===== src/vid_regs_pkg.sv =====
// CPU register map, memory region enum and register reset values
`default_nettype none

package vid_regs_pkg;

	localparam int CPU_ADDR_W = 14; // byte address of the CPU slave port

	// selected by byte address bits 13:12
	typedef enum logic [1:0] {
		REGION_REGS    = 2'd0,
		REGION_PALETTE = 2'd1,
		REGION_TILEMAP = 2'd2,
		REGION_TILEMEM = 2'd3
	} cpu_region_e;

	// word indices, address bits 5:2
	localparam logic [3:0] REG_FB_ADDR  = 4'd0;
	localparam logic [3:0] REG_FB_PITCH = 4'd1;
	localparam logic [3:0] REG_LAYER_EN = 4'd2;
	localparam logic [3:0] REG_TILE_OFF = 4'd3; // x in bits 6:0, y in bits 22:16

	localparam logic [23:0] FB_ADDR_RESET = 24'h7E0000; // top of external memory
	localparam logic [15:0] PITCH_RESET   = 16'd32;     // bytes, one packed line

endpackage

`default_nettype wire


===== src/vid_geom_pkg.sv =====
// screen, tile, tilemap and palette geometry and pixel widths
`default_nettype none

package vid_geom_pkg;

	localparam int LINE_PIXELS = 64;
	localparam int FRAME_LINES = 16;
	localparam int X_W = 6; // pixel column
	localparam int Y_W = 4; // line number

	localparam int PIX_W          = 4; // bits per palette index
	localparam int PIX_PER_WORD   = 8;
	localparam int WORDS_PER_LINE = 8;

	localparam int TILE_SIZE     = 8;
	localparam int MAP_COLS      = 16;
	localparam int MAP_ROWS      = 8;
	localparam int MAP_WORDS     = MAP_COLS * MAP_ROWS / 2; // two 16-bit entries per word
	localparam int TILE_COUNT    = 64;
	localparam int TILEMEM_WORDS = TILE_COUNT * TILE_SIZE;  // one word per tile row

	// scroll plane is 128 x 64 pixels
	localparam int OFF_W = $clog2(MAP_COLS * TILE_SIZE);

	// entries 0-15 framebuffer, 16-31 tile layer
	localparam int PAL_ENTRIES = 32;
	localparam int COLOR_W     = 24;

	localparam int LB_ADDR_W = Y_W + X_W; // {line, x}

endpackage

`default_nettype wire


===== src/vid_cpu_regs.sv =====
// CPU address decode, control registers, memory write strobes and read-data mux
`timescale 1ns/1ns
`default_nettype none

module vid_cpu_regs (
	input  wire                                clk,
	input  wire                                reset,
	input  wire [vid_regs_pkg::CPU_ADDR_W-1:0] addr,
	input  wire [31:0]                         din,
	input  wire [3:0]                          wstrb,
	input  wire                                ren,
	input  wire [31:0]                         pal_rdata,
	input  wire [31:0]                         map_rdata,
	input  wire [31:0]                         tile_rdata,
	output logic [31:0]                        dout,
	output logic                               ready,
	output logic [23:0]                        fb_addr,
	output logic [15:0]                        pitch,
	output logic [1:0]                         layer_en,
	output logic [vid_geom_pkg::OFF_W-1:0]     tile_xoff,
	output logic [vid_geom_pkg::OFF_W-1:0]     tile_yoff,
	output logic                               pal_we,
	output logic                               map_we,
	output logic                               tile_we,
	output logic [8:0]                         mem_index,
	output logic [31:0]                        mem_wdata
);
	import vid_regs_pkg::*;

	cpu_region_e region;
	cpu_region_e rd_region; // region of the last read
	logic        wr;
	logic [3:0]  reg_sel;
	logic [31:0] reg_rdata;

	assign region    = cpu_region_e'(addr[CPU_ADDR_W-1:CPU_ADDR_W-2]);
	assign reg_sel   = addr[5:2];
	assign wr        = &wstrb; // partial writes are ignored
	assign mem_index = addr[10:2];
	assign mem_wdata = din;

	// one strobe per memory region
	assign pal_we  = wr && (region == REGION_PALETTE);
	assign map_we  = wr && (region == REGION_TILEMAP);
	assign tile_we = wr && (region == REGION_TILEMEM);

	always_ff @(posedge clk) begin
		if (reset) begin
			ready     <= 1'b0;
			rd_region <= REGION_REGS;
			fb_addr   <= FB_ADDR_RESET;
			pitch     <= PITCH_RESET;
			layer_en  <= 2'b00;
			tile_xoff <= '0;
			tile_yoff <= '0;
		end else begin
			ready <= (|wstrb) || ren;
			if (ren)
				rd_region <= region;
			if (wr && (region == REGION_REGS)) begin
				case (reg_sel)
					REG_FB_ADDR:  fb_addr  <= din[23:0];
					REG_FB_PITCH: pitch    <= din[15:0];
					REG_LAYER_EN: layer_en <= din[1:0];
					REG_TILE_OFF: begin
						tile_xoff <= din[6:0];
						tile_yoff <= din[22:16];
					end
					default: ;
				endcase
			end
		end
	end

	// register contents captured at access time, same latency as the memories
	always_ff @(posedge clk) begin
		case (reg_sel)
			REG_FB_ADDR:  reg_rdata <= {8'h00, fb_addr};
			REG_FB_PITCH: reg_rdata <= {16'h0000, pitch};
			REG_LAYER_EN: reg_rdata <= {30'd0, layer_en};
			REG_TILE_OFF: reg_rdata <= {9'd0, tile_yoff, 9'd0, tile_xoff};
			default:      reg_rdata <= 32'h0;
		endcase
	end

	always_comb begin
		case (rd_region)
			REGION_PALETTE: dout = pal_rdata;
			REGION_TILEMAP: dout = map_rdata;
			REGION_TILEMEM: dout = tile_rdata;
			default:        dout = reg_rdata;
		endcase
	end

endmodule

`default_nettype wire


===== config.mk =====
export PLATFORM = sky130hd
export DESIGN_NAME = vid_cpu_regs
export DESIGN_NICKNAME = d
export VERILOG_FILES = /design/src/vid_regs_pkg.sv /design/src/vid_geom_pkg.sv /design/src/vid_cpu_regs.sv
export SDC_FILE = /design/constraint.sdc
export NUM_CORES = 1
export LEC_CHECK = 0
export BUFFER_PORTS_ARGS = -buffer_cell sky130_fd_sc_hd__buf_2
export CAP_MARGIN = 20
export CORE_ASPECT_RATIO = 0.5
export CORE_MARGIN = 2
export CORE_UTILIZATION = 45
export CTS_CLUSTER_SIZE = 10
export DETAILED_ROUTE_END_ITERATION = 7
export GPL_ROUTABILITY_DRIVEN = 0
export PLACE_DENSITY = 0.85
export SYNTH_ARGS = -nofsm -noshare
export SYNTH_HDL_FRONTEND = slang
export SYNTH_SLANG_ARGS = --single-unit

===== constraint.sdc =====
create_clock -name clk -period 3.3 [get_ports clk]
set_input_delay 0.66 -clock clk [delete_from_list [all_inputs] [get_ports clk]]
set_output_delay 0.66 -clock clk [all_outputs]
set_load 0.005 [all_outputs]

Yosys cells after proc, flatten, opt, wreduce, memory -nomap -nowiden:

Cells that the tools add are included.

* bits in registers: 91
* input bits: 149
* output and inout bits: 133
* word-level logic and storage cells: 32

* equality and inequality tests: 9
* muxes and demuxes: 2
* reductions and logical operators: 13

Operators by type and width (number)
* case mux 24 bit (4 select lines): 1
* case mux 32 bit (3 select lines): 1
* == test 2 bit, second input constant: 4
* == test 4 x 2 -> 1 bit, second input constant: 2
* AND reduction 2 bit: 4
* == test 2 x 1 -> 1 bit, second input constant: 2
* == test 4 x 1 -> 1 bit, second input constant: 1
* logical AND 1 bit: 4
* zero test 4 bit: 1
* AND reduction 4 bit: 1
* OR reduction 4 bit: 1
* zero test 2 bit: 1
* logical OR 1 bit: 1

Longest topological paths before layout:

Gate-level depths: netlist of run 1.

* depth in word-level cells: 3
* mapped depth: 6
* gate-level depth less buffers: 3

Worst setup path before layout of run 1:

No wires, ideal clock.

* kind: register to output
* start point: register rd_region[0]
* end point: output port dout[10]
* arrival: 1401 ps
* data required time: 2640 ps
* setup slack: 1239 ps
* stages on the path, launching flop included: 4
* path buffers: 2
* cell sequence: dfxtp_1 clkbuf_1 buf_2 mux4_2

* word-level cells in the longest chain between the ends: 2
* elaborated cells between the ends (all ways): 4
* those cells by class: eq/ne: 3; mux: 1

Ends and longest elaborated chain
* from (decl): line vid_cpu_regs.sv:31 `cpu_region_e rd_region;`
* from (signal assigned): line vid_cpu_regs.sv:59 `rd_region <= region;`
* == test 2 bit or == test 2 x 1 -> 1 bit (tied branches): line vid_cpu_regs.sv:87 `case (rd_region)`
* case mux 32 bit (3 select lines) *: line vid_cpu_regs.sv:87
* to (decl): line vid_cpu_regs.sv:15 `output logic [31:0] dout,`

Every way passes the cells marked *; elsewhere a longest branch is shown, timed or not.

Worst setup path after layout of run 1:

* start point: register rd_region[0]
* end point: output port dout[30]

Same word-level chain as after synthesis.

==> results.tsv, run 1 <==
stage	metric	value	unit
outcome	outcome	completed	
route	drtAntennaViolNets	0	
sta	setup_tns	0	ns
clock_network	postCtsSetupBuffers	0	
floorplanning	die_w	143	um
placement	place_area	5410	sq um
layout	diodes	0	
worst_setup_path	end_kind	output port	
clock_network	ctsHtreeMaxLevel	3	
grt	grt_pass1_wl	17.8	mm
worst_setup_path	worstPathArrival	1.95	ns
worst_setup_path	timing.rr.start	rd_region[0]$_SDFFE_PP0P_	
logic_synthesis	ys_ff_latch	83	
floorplanning	start_util	0.463	
clock_network	cts_tree	built	
logic_synthesis	syn_inst	403	
placement	io_buffers	252	
logic_synthesis	synthMuxAreaShare	0.283	
sta	worstMarginPinSlew	0.890	ns
floorplanning	placementRows	25	
sta	finClkSkew	0.00528	ns
logic_synthesis	synth_fa_ha_area_frac	0	
clock_network	postCtsResizedCells	0	
hold_path	hp-class	flip-flop to flip-flop	
sta	period_share	0.791	
sta	slew_headroom	0.406	
layout	final_area	5720	sq um
worst_setup_path	r2r_cells	3	
clock_network	cts_sinks	83	
worst_setup_path	required	2.64	ns
floorplanning	core	9420	sq um
floorplanning	dieHeight	73.6	um
logic_synthesis	postSynthAreaPerCell	10.8	sq um
grt	antenna_found_initial	0	
layout	drive_gt1_frac	0.510	
sta	slew_violations	0	
logic_synthesis	synthXorXnorAreaFrac	0	
worst_setup_path	slowest_stage	dfxtp_2	
hold_path	min_to	reg_rdata[2]$_DFF_P_	
logic_synthesis	synth_top_family_by_area	multiplexers	
route	drt_wl_total	12.1	mm
clock_network	clk_latency	0.33	ns
worst_setup_path	crit_chain	buf_12 > mux2_2 > a22o_1 > buf_2	
logic_synthesis	synth_compound_area_frac	0.0626	
sta	max_freq	0.383	GHz
run	drv_cap	0	
route	drt_pass1_iterations	4	
placement	place_hpwl	9.34	mm
grt	grt_max_degree	68	
placement	dp_slack	0.895	ns
floorplanning	pin_count	282	
layout	final_core_util	0.608	
hold_path	holdPathStages	2	
pwr	total_power	2.32	mW
sta	rsz0062_at_grt	false	
clock_network	path_clk_slew	0.06	ns
sta	layout_setup_ws	0.688	ns
worst_setup_path	critPathKind	flip-flop to output port	
sta	min_period	2.61	ns
route	wl_per_cell	16.3	um
pwr	leakagePower	2.81	nW
pwr	power.density	405	nW/um^2
grt	grt_overflow	0	
worst_setup_path	crit_buf_inv	2	
layout	layout.nets	752	
grt	grt_pass1_vias	3532	
logic_synthesis	synth_area	4360	sq um
worst_setup_path	reg2reg_to	rd_region[0]$_SDFFE_PP0P_	
worst_setup_path	path_max_fanout	20	
route	drc	0	
worst_setup_path	crit_family	flip-flops	
worst_setup_path	slowest_delay	0.66	ns
worst_setup_path	rrSetupSlack	2.13	ns
logic_synthesis	yosys_warnings	0	
grt	gr-usage-all-layers	0.220	
clock_network	cts_root_buffer	clkbuf_16	
clock_network	clockBufferDepth	2	
floorplanning	die_area	10500	sq um
clock_network	cts_buffers	9	
route	drt_iter0_drc	170	
logic_synthesis	synth.distinct_cells	28	
route	vias	3688	
hold_path	hold_start	fb_addr[2]$_SDFFE_PP0P_	
sta	finalHoldViolations	0	
clock_network	cts_hold_repair.buffers	0	
layout	syn_to_final_growth	31.3	%
logic_synthesis	yosys.area_share.simple	0.171	
worst_setup_path	start_kind	flip-flop	
pwr	peakVddDrop	0.265	mV
logic_synthesis	synth-seq-area-share	0.381	
sta	finalSetupViolCount	0	
worst_setup_path	crit_start	rd_region[0]$_SDFFE_PP0P_	
route	via_per_inst	4.96	
logic_synthesis	syn-num-nets	552	
Yosys cell counts:
cell type,number,share of area
nand2b_1,73,0.10
buf_2,5,0.0057
dfxtp_1,83,0.38
a22o_1,24,0.048
buf_6,2,0.0052
a22oi_1,6,0.010
nand3_4,1,0.0040
nor3_1,1,0.0011
o211ai_1,1,0.0017
o21ai_0,1,0.0011
nand2_1,14,0.012
mux4_2,24,0.12
a21oi_1,1,0.0011
and3_1,4,0.0057
nand3_1,3,0.0034
and3b_1,1,0.0020
mux2_2,8,0.021
mux2i_1,60,0.14
nor4_4,1,0.0049
buf_4,43,0.074
and2_1,1,0.0014
nor2b_1,1,0.0014
nor2_1,20,0.017
nor4b_4,1,0.0055
and4_1,1,0.0020
nor4b_1,1,0.0020
clkbuf_1,21,0.018
and4bb_2,1,0.0029
state kept, by name, summed over array words and instances, names as in the netlist:
register / count
fb_addr: 24
reg_rdata: 24
pitch: 16
tile_xoff: 7
tile_yoff: 7
layer_en: 2
rd_region: 2
ready: 1
cells in the final DEF, fill, tap and decap left out, types with 3 or more instances in the layout:
cell       Yosys  routed
buf_2          5     252
dfxtp_1       83      82
nand2b_1      73      73
mux2i_1       60      60
a22o_1        24      24
mux4_2        24      24
nor2_1        20      20
nand2_1       14      14
clkbuf_16      0       9
mux2_2         8       8
buf_4         43       7
a22oi_1        6       6
and3_1         4       4
nand3_1        3       3
clkbuf_8       0       3
clkbuf_1      21       3
layout make-up:
cell class	count	area, sq um
fill	812	3690
sequential	83	1660
clock buffer	15	278
clock inverter	1	30.0
timing repair buffer	260	1330
tap	135	169
multi-input combinational	249	2250
stage by stage:
| stage | hold WS [ns] | std cells |
|---|---|---|
| after detailed placement | 0.450 | 727 |
| final | 0.461 | 743 |
| after global placement | 0.441 | 727 |
| after global routing | 0.477 | 743 |
| after CTS | 0.460 | 743 |
| after floorplan | 0.448 | 403 |
worst min-delay path, cell delays in order (launching register included):
cell and delay (ns):
dfxtp_1 0.32, nand2_1 0.06, nand2_1 0.04
where the power goes:
part           switching (mW)  leakage (nW)  internal [mW]
combinational           0.121          1.99          0.168
clock                   0.366         0.150          0.649
sequential            0.00732         0.670           1.01
kinds of logic after synthesis:
logic type,after synthesis
and+or+nand+nor,124
buffers and inverters,71
AOI/OAI and AO/OA,33
DFF,83
muxes,92
metal layers:
layer	GRT usage	wire (um)
met2	0.392	6200
met1	0.274	5190
met5	0	0
met3	0.0385	535
met4	0.0715	210
worst max-delay path by stage:
stage	slack, ns	endpoint	depth (start not counted)
after floorplan	1.24	dout[10]	3
after global placement	0.94	fb_addr[14]$_SDFFE_PP0P_	4
after detailed placement	0.89	fb_addr[18]$_SDFFE_PP1P_	4
after CTS	0.62	dout[30]	4
after global routing	0.54	dout[30]	4
final	0.69	dout[30]	4
Note: power is estimated with default switching activity, not from simulation.
==> run 2: changes to the inputs <==
--- a/config.mk
+++ b/config.mk
@@ -9,11 +9,11 @@
 export CAP_MARGIN = 20
 export CORE_ASPECT_RATIO = 0.5
 export CORE_MARGIN = 2
-export CORE_UTILIZATION = 45
+export CORE_UTILIZATION = 43
 export CTS_CLUSTER_SIZE = 10
 export DETAILED_ROUTE_END_ITERATION = 7
 export GPL_ROUTABILITY_DRIVEN = 0
-export PLACE_DENSITY = 0.85
+export PLACE_DENSITY = 0.81
 export SYNTH_ARGS = -nofsm -noshare
 export SYNTH_HDL_FRONTEND = slang
 export SYNTH_SLANG_ARGS = --single-unit
==> constraint.sdc (replaced) <==
create_clock -name clk -period 2.71 [get_ports clk]
set_input_delay 0.542 -clock clk [delete_from_list [all_inputs] [get_ports clk]]
set_output_delay 0.542 -clock clk [all_outputs]
set_load 0.005 [all_outputs]
==> run 2 against run 1 <==
Clock power is 21% higher. Via count barely moved. Hold slack got worse by 0.0099 ns. Routed wire length shrank 3.3%. Sequential share of layout area fell by 0.095 points. Total power is 21% higher. Clock skew shrank 0.0020 ns. Clock-buffer cell count fell by 4. Register-to-register slack got worse by 0.54 ns. Combinational power grew 22%. Highest routed layer unchanged.
==> results.tsv, run 2 (synthesis gave the netlist of run 1 again) <==
stage	metric	value	unit
hold_path	hp-class	flip-flop to flip-flop	
sta	rsz0062_at_grt	false	
route	via_per_inst	4.97	
layout	layout.nets	752	
route	vias	3686	
sta	min_period	2.43	ns
grt	use_met1	0.250	
layout	seq_area	1660	sq um
grt	use_met3	0.0442	
placement	io_buffers	252	
outcome	outcome	completed	
layout	reg_top3	fb_addr x24, reg_rdata x24, pitch x16	
worst_setup_path	crit_family	flip-flops	
grt	grt_max_degree	48	
run	drv_cap	0	
floorplanning	placementRows	25	
worst_setup_path	start_kind	flip-flop	
layout	final_cell_mix	buf_2, dfxtp_1, nand2b_1, mux2i_1	
sta	slew_headroom	0.557	
clock_network	ctsHtreeMaxLevel	3	
clock_network	clockBufferDepth	2	
route	drtAntennaViolNets	0	
pwr	peakVddDrop	0.331	mV
grt	top_usage_layer	met2	
layout	final_common_cell	buf_2	
pwr	leakagePower	2.82	nW
grt	grt_pass1_wl	17.0	mm
sta	worstMarginPinSlew	0.665	ns
worst_setup_path	end_kind	output port	
clock_network	cts_hold_repair.buffers	0	
grt	grtUsageMet2	0.352	
clock_network	postCtsResizedCells	0	
layout	diodes	0	
clock_network	cts_tree	built	
route	wl_per_cell	15.8	um
worst_setup_path	required	2.17	ns
grt	grt_pass1_vias	3383	
layout	syn_to_final_growth	31.7	%
worst_setup_path	slowest_stage	dfxtp_2	
worst_setup_path	path_max_fanout	20	
sta	max_freq	0.412	GHz
sta	finalHoldViolations	0	
floorplanning	core	9630	sq um
layout	drive_gt1_frac	0.514	
floorplanning	die_w	146	um
grt	antenna_found_initial	0	
grt	gr-usage-all-layers	0.197	
floorplanning	pin_count	282	
clock_network	cts_sinks	83	
worst_setup_path	crit_buf_inv	2	
route	drt_pass1_iterations	4	
sta	finalSetupViolCount	0	
pwr	total_power	2.81	mW
sta	period_share	0.896	
worst_setup_path	crit_chain	buf_12 > mux4_2 > buf_2	
floorplanning	dieHeight	75.2	um
clock_network	cts_buffers	9	
sta	finClkSkew	0.00327	ns
sta	setup_tns	0	ns
placement	place_hpwl	9.16	mm
layout	fill_cells	858	
sta	slew_violations	0	
clock_network	path_clk_slew	0.06	ns
floorplanning	die_area	11000	sq um
route	drc	0	
route	drt_iter0_drc	176	
floorplanning	start_util	0.452	
clock_network	postCtsSetupBuffers	0	
layout	multi_input_area	2250	sq um
pwr	power.density	489	nW/um^2
route	drt_wl_total	11.7	mm
clock_network	cts_root_buffer	clkbuf_16	
clock_network	clk_latency	0.32	ns
grt	grt_overflow	0	
worst_setup_path	critPathKind	flip-flop to output port	
worst_setup_path	slowest_delay	0.61	ns
worst_setup_path	worstPathArrival	1.89	ns
-- run 2: cell types whose count changed in the layout (fill, tap and decap cells not counted), sizes merged --
cell    previous run  this run
clkbuf            15        11
clkinv             0         2
inv                0         1
-- run 2: power breakdown --
| part | switching [mW] | internal [mW] |
|---|---|---|
| Clock | 0.461 | 0.758 |
| Combinational | 0.148 | 0.206 |
| Sequential | 0.00793 | 1.23 |
| Total | 0.616 | 2.19 |
-- run 2: worst paths after layout --
kind,from,to,slack (ns),cells past startpoint
hold / removal,fb_addr[2]$_SDFFE_PP0P_,reg_rdata[2]$_DFF_P_,0.45,2
setup / recovery,rd_region[0]$_SDFFE_PP0P_,dout[9],0.28,3
setup reg to reg,rd_region[0]$_SDFFE_PP0P_,rd_region[0]$_SDFFE_PP0P_,1.59,3
hold reg to reg,fb_addr[2]$_SDFFE_PP0P_,reg_rdata[2]$_DFF_P_,0.45,2
-- run 2: layout make-up --
| cell class | count | area share |
|---|---|---|
| repair buffers | 260 | 0.237 |
| well taps | 135 | 0.0294 |
| multi-input cells | 249 | 0.392 |
| clock inverters | 4 | 0.00850 |
| clock buffers | 11 | 0.0440 |
| flip-flops and latches | 83 | 0.290 |
-- run 2: worst reg2reg max path, stage by stage (launching register included) --
cell and delay (ns):
dfxtp_2 0.61, buf_12 0.27, mux2i_1 0.10, nor2_1 0.08
-- run 2: layer usage --
| metal | vias to the layer above | routed length, um | part of all wire |
|---|---|---|---|
| li1 | 1785 | - | - |
| met1 | 1761 | 4850 | 0.41 |
| met2 | 130 | 6150 | 0.52 |
| met3 | 10 | 654 | 0.056 |
| met4 | 0 | 86 | 0.0073 |
| met5 | - | 0 | 0 |
-- run 2: metrics by stage --
| step | hold slack, ns | area [sq um] | util | cells | worst slack, ns |
|---|---|---|---|---|---|
| after floorplan | 0.448 | 4360 | - | 403 | 0.767 |
| after global placement | 0.443 | 5440 | 0.564 | 727 | 0.584 |
| after detailed placement | 0.445 | 5440 | 0.564 | 727 | 0.519 |
| after CTS | 0.454 | 5740 | 0.596 | 742 | 0.241 |
| after global routing | 0.476 | 5740 | 0.596 | 742 | 0.171 |
| final | 0.451 | 5740 | 0.596 | 742 | 0.281 |
